**config.mk**
```make
export PLATFORM = sky130hd
export DESIGN_NAME = timer_top
export DESIGN_NICKNAME = d
export VERILOG_FILES = /design/src/hw/timer_pkg.sv /design/src/hw/timer_prescaler.sv /design/src/hw/timer_regs.sv /design/src/hw/timer_counter.sv /design/src/hw/timer_compare_out.sv /design/src/hw/timer_top.sv
export SDC_FILE = /design/constraint.sdc
export NUM_CORES = 1
export LEC_CHECK = 0
export BUFFER_PORTS_ARGS = -buffer_cell sky130_fd_sc_hd__buf_2
export CAP_MARGIN = 0
export CORE_MARGIN = 3
export CORE_UTILIZATION = 55
export CTS_CLUSTER_DIAMETER = 30
export CTS_CLUSTER_SIZE = 24
export DETAILED_ROUTE_END_ITERATION = 8
export GPL_ROUTABILITY_DRIVEN = 0
export PLACE_DENSITY = 0.86
export SKIP_CTS_REPAIR_TIMING = 1
export SYNTH_ARGS = -nofsm -noshare
export SYNTH_HDL_FRONTEND = slang
export SYNTH_SLANG_ARGS = --single-unit
```
**constraint.sdc**
```tcl
create_clock -name clk_in -period 2.3 [get_ports clk_in]
set_input_delay 0 -clock clk_in [delete_from_list [all_inputs] [get_ports clk_in]]
set_output_delay 0 -clock clk_in [all_outputs]
set_load 0.02 [all_outputs]
```
**src/hw/timer_pkg.sv**
```systemverilog
// timer package: shared widths, register map, mode encodings and bus/event structs
`default_nettype none

package timer_pkg;

    localparam int cnt_w   = 16;   // counter and bus data width
    localparam int addr_w  = 3;    // register address width
    localparam int presc_w = 10;   // prescaler divider width

    // divider wrap values, ratio minus one
    localparam logic [presc_w-1:0] div8_last    = 10'd7;
    localparam logic [presc_w-1:0] div64_last   = 10'd63;
    localparam logic [presc_w-1:0] div256_last  = 10'd255;
    localparam logic [presc_w-1:0] div1024_last = 10'd1023;

    localparam logic [cnt_w-1:0] cnt_max = '1;   // top in normal mode

    typedef enum logic [addr_w-1:0] {
        addr_ctrl  = 3'd0,
        addr_cnt   = 3'd1,
        addr_ocr_a = 3'd2,
        addr_ocr_b = 3'd3,
        addr_flags = 3'd4
    } reg_addr_e;

    typedef enum logic {
        mode_normal = 1'b0,
        mode_ctc    = 1'b1   // clear on match with compare A
    } wave_mode_e;

    typedef enum logic [1:0] {
        com_off    = 2'd0,
        com_toggle = 2'd1,
        com_clear  = 2'd2,
        com_set    = 2'd3
    } com_mode_e;

    typedef enum logic [2:0] {
        cs_stop     = 3'd0,
        cs_div1     = 3'd1,
        cs_div8     = 3'd2,
        cs_div64    = 3'd3,
        cs_div256   = 3'd4,
        cs_div1024  = 3'd5,
        cs_ext_fall = 3'd6,   // no external clock, acts as stop
        cs_ext_rise = 3'd7
    } clk_sel_e;

    // control bits 7..0, wave lands on bit 0
    typedef struct packed {
        clk_sel_e   cs;
        com_mode_e  com_b;
        com_mode_e  com_a;
        wave_mode_e wave;
    } timer_ctrl_t;

    typedef struct packed {
        logic              wr;
        logic              rd;
        logic [addr_w-1:0] addr;
        logic [cnt_w-1:0]  wdata;
    } bus_req_t;

    // flag layout: ovf bit 0, match_b bit 1, match_a bit 2
    typedef struct packed {
        logic match_a;
        logic match_b;
        logic ovf;
    } timer_evt_t;

endpackage

`default_nettype wire

```
**src/hw/timer_prescaler.sv**
```systemverilog
// timer prescaler: turns the clock-select code into a periodic one-cycle tick
`timescale 1ns/1ps
`default_nettype none

module timer_prescaler import timer_pkg::*; (
    input  logic     clk_in,
    input  logic     rst,
    input  clk_sel_e cs,
    output logic     tick
);

    logic [presc_w-1:0] div_cnt;
    logic [presc_w-1:0] div_last;
    clk_sel_e           cs_q;       // select seen last cycle
    logic               sel_chg;
    logic               running;

    always_comb begin
        running  = 1'b1;
        div_last = '0;
        case (cs)
            cs_div1:    div_last = '0;
            cs_div8:    div_last = div8_last;
            cs_div64:   div_last = div64_last;
            cs_div256:  div_last = div256_last;
            cs_div1024: div_last = div1024_last;
            default:    running  = 1'b0;   // stop and both external codes
        endcase
    end

    assign sel_chg = (cs != cs_q);

    // change cycle counts as the first cycle of the new period
    always_comb begin
        if (!running)
            tick = 1'b0;
        else if (cs == cs_div1)
            tick = 1'b1;
        else
            tick = !sel_chg && (div_cnt == div_last);
    end

    always_ff @(posedge clk_in or posedge rst) begin
        if (rst) begin
            div_cnt <= '0;
            cs_q    <= cs_stop;
        end else begin
            cs_q <= cs;
            if (sel_chg)
                div_cnt <= presc_w'(1);   // restart
            else if (running)
                div_cnt <= (div_cnt >= div_last) ? '0 : div_cnt + 1'b1;
        end
    end

    a_stop_no_tick: assert property (@(posedge clk_in) disable iff (rst)
        (cs == cs_stop) |-> !tick);

endmodule

`default_nettype wire

```
**src/hw/timer_regs.sv**
```systemverilog
// timer register file: write decode, control and compare storage, sticky flags, read mux
`timescale 1ns/1ps
`default_nettype none

module timer_regs import timer_pkg::*; (
    input  logic              clk_in,
    input  logic              rst,
    input  bus_req_t          bus,
    input  logic [cnt_w-1:0]  count,
    input  timer_evt_t        evt,
    output logic [cnt_w-1:0]  rdata,
    output timer_ctrl_t       ctrl,
    output logic [cnt_w-1:0]  ocr_a,
    output logic [cnt_w-1:0]  ocr_b,
    output logic              cnt_load,
    output logic [cnt_w-1:0]  cnt_wdata,
    output logic              force_a,
    output logic              force_b
);

    reg_addr_e  addr;
    logic       wr_ctrl;
    logic       wr_ocr_a;
    logic       wr_ocr_b;
    logic       wr_flags;
    timer_evt_t flags;
    timer_evt_t flag_clr;
    logic [cnt_w-1:0] rd_mux;

    assign addr = reg_addr_e'(bus.addr);

    // write strobes, unused addresses fall through
    always_comb begin
        wr_ctrl  = 1'b0;
        wr_ocr_a = 1'b0;
        wr_ocr_b = 1'b0;
        wr_flags = 1'b0;
        cnt_load = 1'b0;
        if (bus.wr) begin
            case (addr)
                addr_ctrl:  wr_ctrl  = 1'b1;
                addr_cnt:   cnt_load = 1'b1;
                addr_ocr_a: wr_ocr_a = 1'b1;
                addr_ocr_b: wr_ocr_b = 1'b1;
                addr_flags: wr_flags = 1'b1;
                default: ;
            endcase
        end
    end

    assign cnt_wdata = bus.wdata;   // counter itself holds the value

    always_ff @(posedge clk_in or posedge rst) begin
        if (rst) begin
            ctrl    <= '0;
            ocr_a   <= '0;
            ocr_b   <= '0;
            force_a <= 1'b0;
            force_b <= 1'b0;
        end else begin
            if (wr_ctrl)
                ctrl <= timer_ctrl_t'(bus.wdata[7:0]);
            if (wr_ocr_a)
                ocr_a <= bus.wdata;
            if (wr_ocr_b)
                ocr_b <= bus.wdata;
            // force bits are never stored, only pulsed
            force_a <= wr_ctrl & bus.wdata[8];
            force_b <= wr_ctrl & bus.wdata[9];
        end
    end

    // write one to clear
    assign flag_clr = wr_flags ? timer_evt_t'(bus.wdata[2:0]) : '0;

    always_ff @(posedge clk_in or posedge rst) begin
        if (rst)
            flags <= '0;
        else
            flags <= (flags & ~flag_clr) | evt;   // a new event beats the clear
    end

    always_comb begin
        rd_mux = '0;
        case (addr)
            addr_ctrl:  rd_mux = {{(cnt_w-8){1'b0}}, ctrl};
            addr_cnt:   rd_mux = count;
            addr_ocr_a: rd_mux = ocr_a;
            addr_ocr_b: rd_mux = ocr_b;
            addr_flags: rd_mux = {{(cnt_w-3){1'b0}}, flags};
            default:    rd_mux = '0;
        endcase
    end

    // read data held until the next rd strobe
    always_ff @(posedge clk_in or posedge rst) begin
        if (rst)
            rdata <= '0;
        else if (bus.rd)
            rdata <= rd_mux;
    end

    // the bus issues one access per cycle
    a_no_wr_rd: assert property (@(posedge clk_in) disable iff (rst)
        !(bus.wr && bus.rd));

endmodule

`default_nettype wire

```
**src/hw/timer_counter.sv**
```systemverilog
// timer counter: up-count on tick, top detection, match and overflow events
`timescale 1ns/1ps
`default_nettype none

module timer_counter import timer_pkg::*; (
    input  logic             clk_in,
    input  logic             rst,
    input  logic             tick,
    input  wave_mode_e       wave,
    input  logic [cnt_w-1:0] ocr_a,
    input  logic [cnt_w-1:0] ocr_b,
    input  logic             cnt_load,
    input  logic [cnt_w-1:0] cnt_wdata,
    output logic [cnt_w-1:0] count,
    output timer_evt_t       evt
);

    logic [cnt_w-1:0] top;
    logic             at_top;
    logic             eq_a;
    logic             eq_b;

    // ctc wraps at compare A, normal runs the full range
    assign top = (wave == mode_ctc) ? ocr_a : cnt_max;

    assign at_top = (count == top);
    assign eq_a   = (count == ocr_a);
    assign eq_b   = (count == ocr_b);

    // events only exist in a tick cycle
    always_comb begin
        evt         = '0;
        evt.ovf     = tick & at_top;
        evt.match_a = tick & eq_a;
        evt.match_b = tick & eq_b;
    end

    always_ff @(posedge clk_in or posedge rst) begin
        if (rst) begin
            count <= '0;
        end else if (cnt_load) begin
            count <= cnt_wdata;   // bus write wins over tick
        end else if (tick) begin
            if (at_top)
                count <= '0;
            else
                count <= count + 1'b1;
        end
    end

    a_evt_needs_tick: assert property (@(posedge clk_in) disable iff (rst)
        !tick |-> (evt == '0));

endmodule

`default_nettype wire

```
**src/hw/timer_compare_out.sv**
```systemverilog
// timer compare output: one output pin driven by its compare-output mode
`timescale 1ns/1ps
`default_nettype none

module timer_compare_out import timer_pkg::*; (
    input  logic      clk_in,
    input  logic      rst,
    input  logic      tick,
    input  logic      match,
    input  logic      force_cmp,
    input  com_mode_e com,
    output logic      pin
);

    logic act;       // apply the mode this cycle
    logic pin_nxt;

    assign act = force_cmp | (tick & match);

    always_comb begin
        case (com)
            com_toggle: pin_nxt = ~pin;
            com_set:    pin_nxt = 1'b1;
            com_clear:  pin_nxt = 1'b0;
            default:    pin_nxt = 1'b0;   // off parks the pin low
        endcase
    end

    always_ff @(posedge clk_in or posedge rst) begin
        if (rst)
            pin <= 1'b0;
        else if (act)
            pin <= pin_nxt;
    end

endmodule

`default_nettype wire

```
**src/hw/timer_top.sv**
```systemverilog
// timer top: register file, prescaler, counter and two compare output pins
`timescale 1ns/1ps
`default_nettype none

module timer_top import timer_pkg::*; (
    input  logic             clk_in,
    input  logic             rst,
    input  bus_req_t         bus,
    output logic [cnt_w-1:0] rdata,
    output logic             oc_a,
    output logic             oc_b
);

    timer_ctrl_t      ctrl;
    logic [cnt_w-1:0] ocr_a;
    logic [cnt_w-1:0] ocr_b;
    logic             cnt_load;
    logic [cnt_w-1:0] cnt_wdata;
    logic             force_a;
    logic             force_b;
    logic             tick;
    logic [cnt_w-1:0] count;
    timer_evt_t       evt;

    timer_regs u_regs (
        .clk_in    (clk_in),
        .rst       (rst),
        .bus       (bus),
        .count     (count),
        .evt       (evt),
        .rdata     (rdata),
        .ctrl      (ctrl),
        .ocr_a     (ocr_a),
        .ocr_b     (ocr_b),
        .cnt_load  (cnt_load),
        .cnt_wdata (cnt_wdata),
        .force_a   (force_a),
        .force_b   (force_b)
    );

    timer_prescaler u_presc (
        .clk_in (clk_in),
        .rst    (rst),
        .cs     (ctrl.cs),
        .tick   (tick)
    );

    timer_counter u_cnt (
        .clk_in    (clk_in),
        .rst       (rst),
        .tick      (tick),
        .wave      (ctrl.wave),
        .ocr_a     (ocr_a),
        .ocr_b     (ocr_b),
        .cnt_load  (cnt_load),
        .cnt_wdata (cnt_wdata),
        .count     (count),
        .evt       (evt)
    );

    timer_compare_out u_out_a (
        .clk_in    (clk_in),
        .rst       (rst),
        .tick      (tick),
        .match     (evt.match_a),
        .force_cmp (force_a),
        .com       (ctrl.com_a),
        .pin       (oc_a)
    );

    timer_compare_out u_out_b (
        .clk_in    (clk_in),
        .rst       (rst),
        .tick      (tick),
        .match     (evt.match_b),
        .force_cmp (force_b),
        .com       (ctrl.com_b),
        .pin       (oc_b)
    );

endmodule

`default_nettype wire

```
======== Word level (Yosys, flattened, before mapping) ========
Cells that the tools add are included.
storage, ports and cells
  bits in registers ....................... 92
  bits of input ports ..................... 23
  output and inout port bits .............. 18
  logic and storage cells ................. 83
cells by class
  multiplexer cells ....................... 25
  add/subtract/negate cells ............... 2
  magnitude comparators ................... 1
  reductions and logical operators ........ 6
  bitwise gates (word level) .............. 14
  eq/ne operators ......................... 18
operator list
  kind                                            number
  one-hot mux 16 bit (5 select lines)             1
  2-to-1 mux 16 bit                               4
  == test 16 bit                                  3
  one-hot mux 10 bit (4 select lines)             1
  2-to-1 mux 10 bit                               3
  adder 16 x 1 -> 16 bit (second input constant)  1
  2-to-1 mux 1 bit                                13
  == test 3 x 2 -> 1 bit (second input constant)  4
  adder 10 x 1 -> 10 bit (second input constant)  1
  == test 10 bit                                  1
  greater-or-equal comparator 10 bit              1
  == test 3 bit (second input constant)           3
  AND 1 bit                                       7
  == test 3 x 1 -> 1 bit (second input constant)  2
  OR reduction 5 bit                              1
  == test 2 x 1 -> 1 bit (second input constant)  2
  == test 2 bit (second input constant)           2
  one-hot mux 1 bit (2 select lines)              2
  nonzero test 2 bit                              2
  AND 3 bit                                       1
  logical NOT 3 bit                               1
  2-to-1 mux 3 bit                                1
  inequality test 3 bit                           1
  NOT 3 bit                                       1
  other kinds (5)                                 7

======== Logic depth before layout (Yosys ltp) ========
  word-level depth ........................ 9
  mapped depth ............................ 11
  depth with buffers taken out ............ 11

======== Hierarchy ========
From an unflattened synthesis, not the netlist that was laid out.
second synthesis, totals
  cells, all modules ...................... 569
  area, all modules ....................... 5863.1 µm²
modules (own cells, without submodules)
  module             cells each  area each (µm²)  times used  seq. area each (µm²)
  timer_regs         220         2942.8           1           1526.5
  timer_counter      228         1829.3           1           400.4
  timer_prescaler    107         980.9            1           325.3
  timer_compare_out  7           55.1             2           25.0

======== Least setup slack after synthesis ========
No wires, ideal clock.
  kind .................................... flip-flop to flip-flop
  start point ............................. register, netlist name u_regs.ctrl[6]
  end point ............................... register u_out_a.pin
  arrival time ............................ 2.230 ns
  data required time ...................... 2.170 ns
  cell stages (with the launch flop) ...... 12
  clock period less this slack ............ 2.361 ns
  setup time .............................. 0.130 ns
  buffers on the path ..................... 1
  slack ................................... -0.061 ns
  cells stage by stage .................... dfrtp_1 > inv_1 > ha_1 > a31oi_1 > ha_1 > nand4_1 > nor2_1 > a31oi_2 > buf_2 > nor2_1 > o221ai_1 > o31ai_1
on the way
  longest elaborated chain between the ends .. 9
  elaborated cells between the ends (all ways) .. 17
  those cells by class .................... eq/ne: 7; mux: 4; bitwise: 3; reduce/logical: 3
RTL lines
  element                                                  line                     text
  == test 3 bit or == test 3 x 2 -> 1 bit (tied branches)  timer_prescaler.sv:21    case (cs)
  one-hot mux 10 bit (4 select lines)                      timer_prescaler.sv:21
  == test 10 bit                                           timer_prescaler.sv:40    tick = !sel_chg && (div_cnt == div_last);
  logical AND 1 bit                                        timer_prescaler.sv:40
  2-to-1 mux 1 bit                                         timer_prescaler.sv:37    else if (cs == cs_div1)
  2-to-1 mux 1 bit (*)                                     timer_prescaler.sv:35    if (!running)
  AND 1 bit                                                timer_counter.sv:34      evt.match_a = tick & eq_a;
  AND 1 bit (*)                                            timer_compare_out.sv:18  assign act = force_cmp | (tick & match);
  OR 1 bit (*)                                             timer_compare_out.sv:18
  to (signal assigned)                                     timer_compare_out.sv:33  pin <= pin_nxt;
  to (decl)                                                timer_compare_out.sv:12  output logic pin
Mark *: on every way between the ends. The rest lies on a longest branch, timed or not.
A chain may end at the register's enable or synchronous reset.

======== Final worst setup path ========
  start point ............................. register, netlist name u_regs.ctrl[7]
  end point ............................... register u_cnt.count[5]
on the way
  longest elaborated chain between the ends .. 7
  elaborated cells between the ends (all ways) .. 15
  those cells by class .................... eq/ne: 7; mux: 4; reduce/logical: 4
RTL lines
  element                                                  line                   text
  == test 3 bit or == test 3 x 2 -> 1 bit (tied branches)  timer_prescaler.sv:21
  one-hot mux 10 bit (4 select lines)                      timer_prescaler.sv:21
  == test 10 bit                                           timer_prescaler.sv:40
  logical AND 1 bit                                        timer_prescaler.sv:40
  2-to-1 mux 1 bit                                         timer_prescaler.sv:37
  2-to-1 mux 1 bit (*)                                     timer_prescaler.sv:35
  nonzero test 2 bit (no line) (*)                         n/a
  to (signal assigned)                                     timer_counter.sv:42    count <= cnt_wdata;
  to (signal assigned)                                     timer_counter.sv:47    count <= count + 1'b1;
  to (decl)                                                timer_counter.sv:14    output logic [cnt_w-1:0] count,
Marks and branches as above.

==> results.sh <==
export IMPL_min_path_type="primary input to flop"
export IMPL_crit_chain="ha_4, a31oi_4, ha_1, nand4_1, nor2_4, a31oi_4, nor3_1, a21o_1, a22oi_2, a21oi_1"
export IMPL_wirelength_um=16700
export IMPL_rsz0062_at_grt="yes"
export IMPL_path_max_fanout=7
export IMPL_clkSinkCount=92
export IMPL_cts_tree="built"
export IMPL_setup_worst_path_start_class="flop"
export IMPL_final_cell_mix="89 x dfrtp_1, 63 x buf_4, 40 x mux2_2, 40 x buf_2, 38 x nor2_1"
export IMPL_root_buffer="clkbuf_8"
export IMPL_seqPwrFrac_pct=38.4
export IMPL_grt_overflow=0
export IMPL_worstSetupPathType="flop to flop"
export IMPL_max_cap_violations=0
export IMPL_numPortBuffers=40
export IMPL_start_util_pct=56.9
export IMPL_grt_first_pass_wirelength_um=23600
export IMPL_syn_inst=538
export IMPL_cpPeakStageDelay_ps=460
export IMPL_slew_headroom_pct=55.1
export IMPL_synth_edf_count=0
export IMPL_synthTopCellsByArea="dfrtp_1 44%, mux2_2 8.5%, xor2_1 4.1%, ha_1 3.1%, nor2_1 3.0%"
export IMPL_rows=35
export IMPL_drt_iter0_drc=778
export IMPL_violations="setup timing"
export IMPL_multi_input_area_um2=2880
export IMPL_post_synth_cell_area_avg_um2=9.82
export IMPL_slew_violations=0
export IMPL_synth_top_cell_area_share_pct=43.6
export IMPL_core_area_um2=9280
export IMPL_place_hpwl_um=10500
export IMPL_worstMarginPinSlew_ps=671
export IMPL_vias=5135
export IMPL_crit_family="compound AO/OA/AOI/OAI gates"
export IMPL_h_tree_depth=3
export IMPL_ys_warn_count=0
export IMPL_status="finished with violations"
export IMPL_synth_nets=574
export IMPL_synthArstFlopShare_pct=100
export IMPL_hold_path_depth=3
export IMPL_p_total_w=0.00594
export IMPL_period_share_pct=107
export IMPL_die_h_um=104
export IMPL_cp_required_ps=2510
export IMPL_fin_skew_ps=21.3
export IMPL_wire_per_inst_um=21.6
export IMPL_setup_viol_count_final=19
export IMPL_crit_slowest_cell="dfrtp_2"
export IMPL_ioPinCount=41
export IMPL_drive_gt1_share_pct=32.9
export IMPL_internal_power_w=0.00357
export IMPL_grt_max_degree=93
export IMPL_rr_worst_depth=10
export IMPL_end_kind="flop"
export IMPL_holdWs_ps=10.3
export IMPL_yosys_register_bits=92
export IMPL_place_area_um2=5950
export IMPL_area_growth_pct=25.2
export IMPL_power_switching_share_pct=40.0
export IMPL_cts_buffer_depth=2
export IMPL_cts_buffers_inserted=9
export IMPL_cp_num_buf_inv=0
export IMPL_period_needed_ps=2450
export IMPL_power_frac_clock_pct=20.1
export IMPL_ys_types=53
export IMPL_synth_seq_area_share_pct=43.6
export IMPL_drc=0
export IMPL_antenna_found_initial=0
export IMPL_dr_pass1_iters=7
export IMPL_final_common_cell="dfrtp_1"
export IMPL_insertion_delay_ps=380
export IMPL_die_w_um=104
export IMPL_cp_common_cell="a31oi_4"
export IMPL_n_antenna_cell=0
export IMPL_grt_pass1_vias=4801
export IMPL_viasPerCell=6.63
export IMPL_synth_flop_cell="dfrtp_1"
export IMPL_layout_setup_ws_ps=-153
export IMPL_synth_top_area_cell="dfrtp_1"
export IMPL_grtUsageTotal_pct=27.0
export IMPL_nets=676
export IMPL_power_leakage_nw=2.94
export IMPL_max_vdd_ir_drop_mv=0.441
export IMPL_power_net_switching_w=0.00237
export IMPL_netlist_area_um2=5290
export IMPL_powerDensity_nw_per_um2=898
export IMPL_design_area_um2=6620
export IMPL_combinationalPowerShare_pct=41.5
export IMPL_crit_cells=10
export IMPL_fillCellCount=590
export IMPL_path_clk_slew_ps=110
export IMPL_clock_fmax_mhz=408
export IMPL_die_area_um2=10800
export IMPL_finalHoldViolations=0
export IMPL_seq_area_um2=2310
export IMPL_antenna_left=0
export IMPL_cp_arrival_ps=2670
kinds of logic after synthesis:
family                     after synthesis  share of synthesized area [%]
and+or+nand+nor                        167                           16.0
AOI/OAI and AO/OA                      116                           15.6
DFF                                     92                           43.6
buffers and inverters                   73                           5.82
muxes                                   46                           10.8
xor gates and xnor gates                31                           5.14
adders and majority gates               13                           3.08
through the flow:
stage	setup TNS, ps	cells	setup WS (ps)	util, %
floorplan	0	538	34.3	-
global placement	-678	731	-62.4	64.1
detailed placement	-4760	731	-260	64.1
CTS	-5400	747	-272	66.4
global route	-3420	774	-227	71.3
finish	-1490	774	-153	71.3
flip-flops by register name, indices dropped and copies added (netlist names):
name,cells
u_regs.force_a,1
u_regs.ocr_b,16
u_regs.ocr_a,16
u_presc.cs_q,3
u_presc.div_cnt,10
u_regs.force_b,1
u_regs.flags,3
u_cnt.count,16
u_regs.rdata,16
u_out_b.pin,1
u_out_a.pin,1
u_regs.ctrl,8
cells in the mapped netlist, types with 6 or more instances:
cell      count
a31oi_1       7
nor2_1       42
a21o_1        8
nand3_1      23
nor3_1        7
o21ai_0      21
ha_1         13
xor2_1       25
nand2b_1     14
and3_1        6
a22oi_1      14
mux2_2       40
clkbuf_1     17
xnor2_1       6
nor4_1        6
nand2_1      35
a21oi_1      16
inv_1        37
buf_2        15
o221ai_1      7
nor2b_1       6
o22ai_1      14
dfrtp_1      92
nand4_1       8
metal layers:
layer / vias up / routed length, um / GRT usage (%)
li1: 2147 / - / -
met4: 0 / 868 / 11.4
met5: - / 0 / 0
met1: 2443 / 6090 / 34.9
met3: 125 / 1990 / 8.13
met2: 420 / 7730 / 42.2
power groups by stage:
stage	clock network (W)	registers, W	logic (W)
6_report	0.00119	0.00228	0.00247
5_1_grt	0.00127	0.00231	0.00262
4_1_cts	0.00119	0.00223	0.00210
3_5_place_dp	0	0.00226	0.00208
3_3_place_gp	0	0.00223	0.00197
2_1_floorplan	0	0.00220	0.00135
final cells by class:
class	instances	share of cell area, %
Inverter	38	2.21
Timing Repair Buffer	125	13.7
Tap cell	129	2.44
Multi-Input combinational cell	374	43.5
Clock inverter	6	1.17
Sequential cell	92	34.9
Clock buffer	10	2.08
worst reg2reg max path: cells and delay by family (launching register included):
kind                       cells  cell delay, ps
and+or+nand+nor                3             360
DFF                            1             460
AOI/OAI and AO/OA              5            1000
adders and majority gates      2             480
final timing paths:
path | from | to | slack [ps]
worst max register to register | u_regs.ctrl[7] | u_cnt.count[5] | -150
worst max-delay path | u_regs.ctrl[7] | u_cnt.count[5] | -150
worst min register to register | u_regs.force_b | u_out_b.pin | 480
max in group asynchronous | rst | u_regs.ctrl[0] | 1600
min in group asynchronous | rst | u_regs.ctrl[6] | 300
worst min-delay path | bus[18] | u_regs.flags[2] | 10
(Power assumes the default switching activity.)
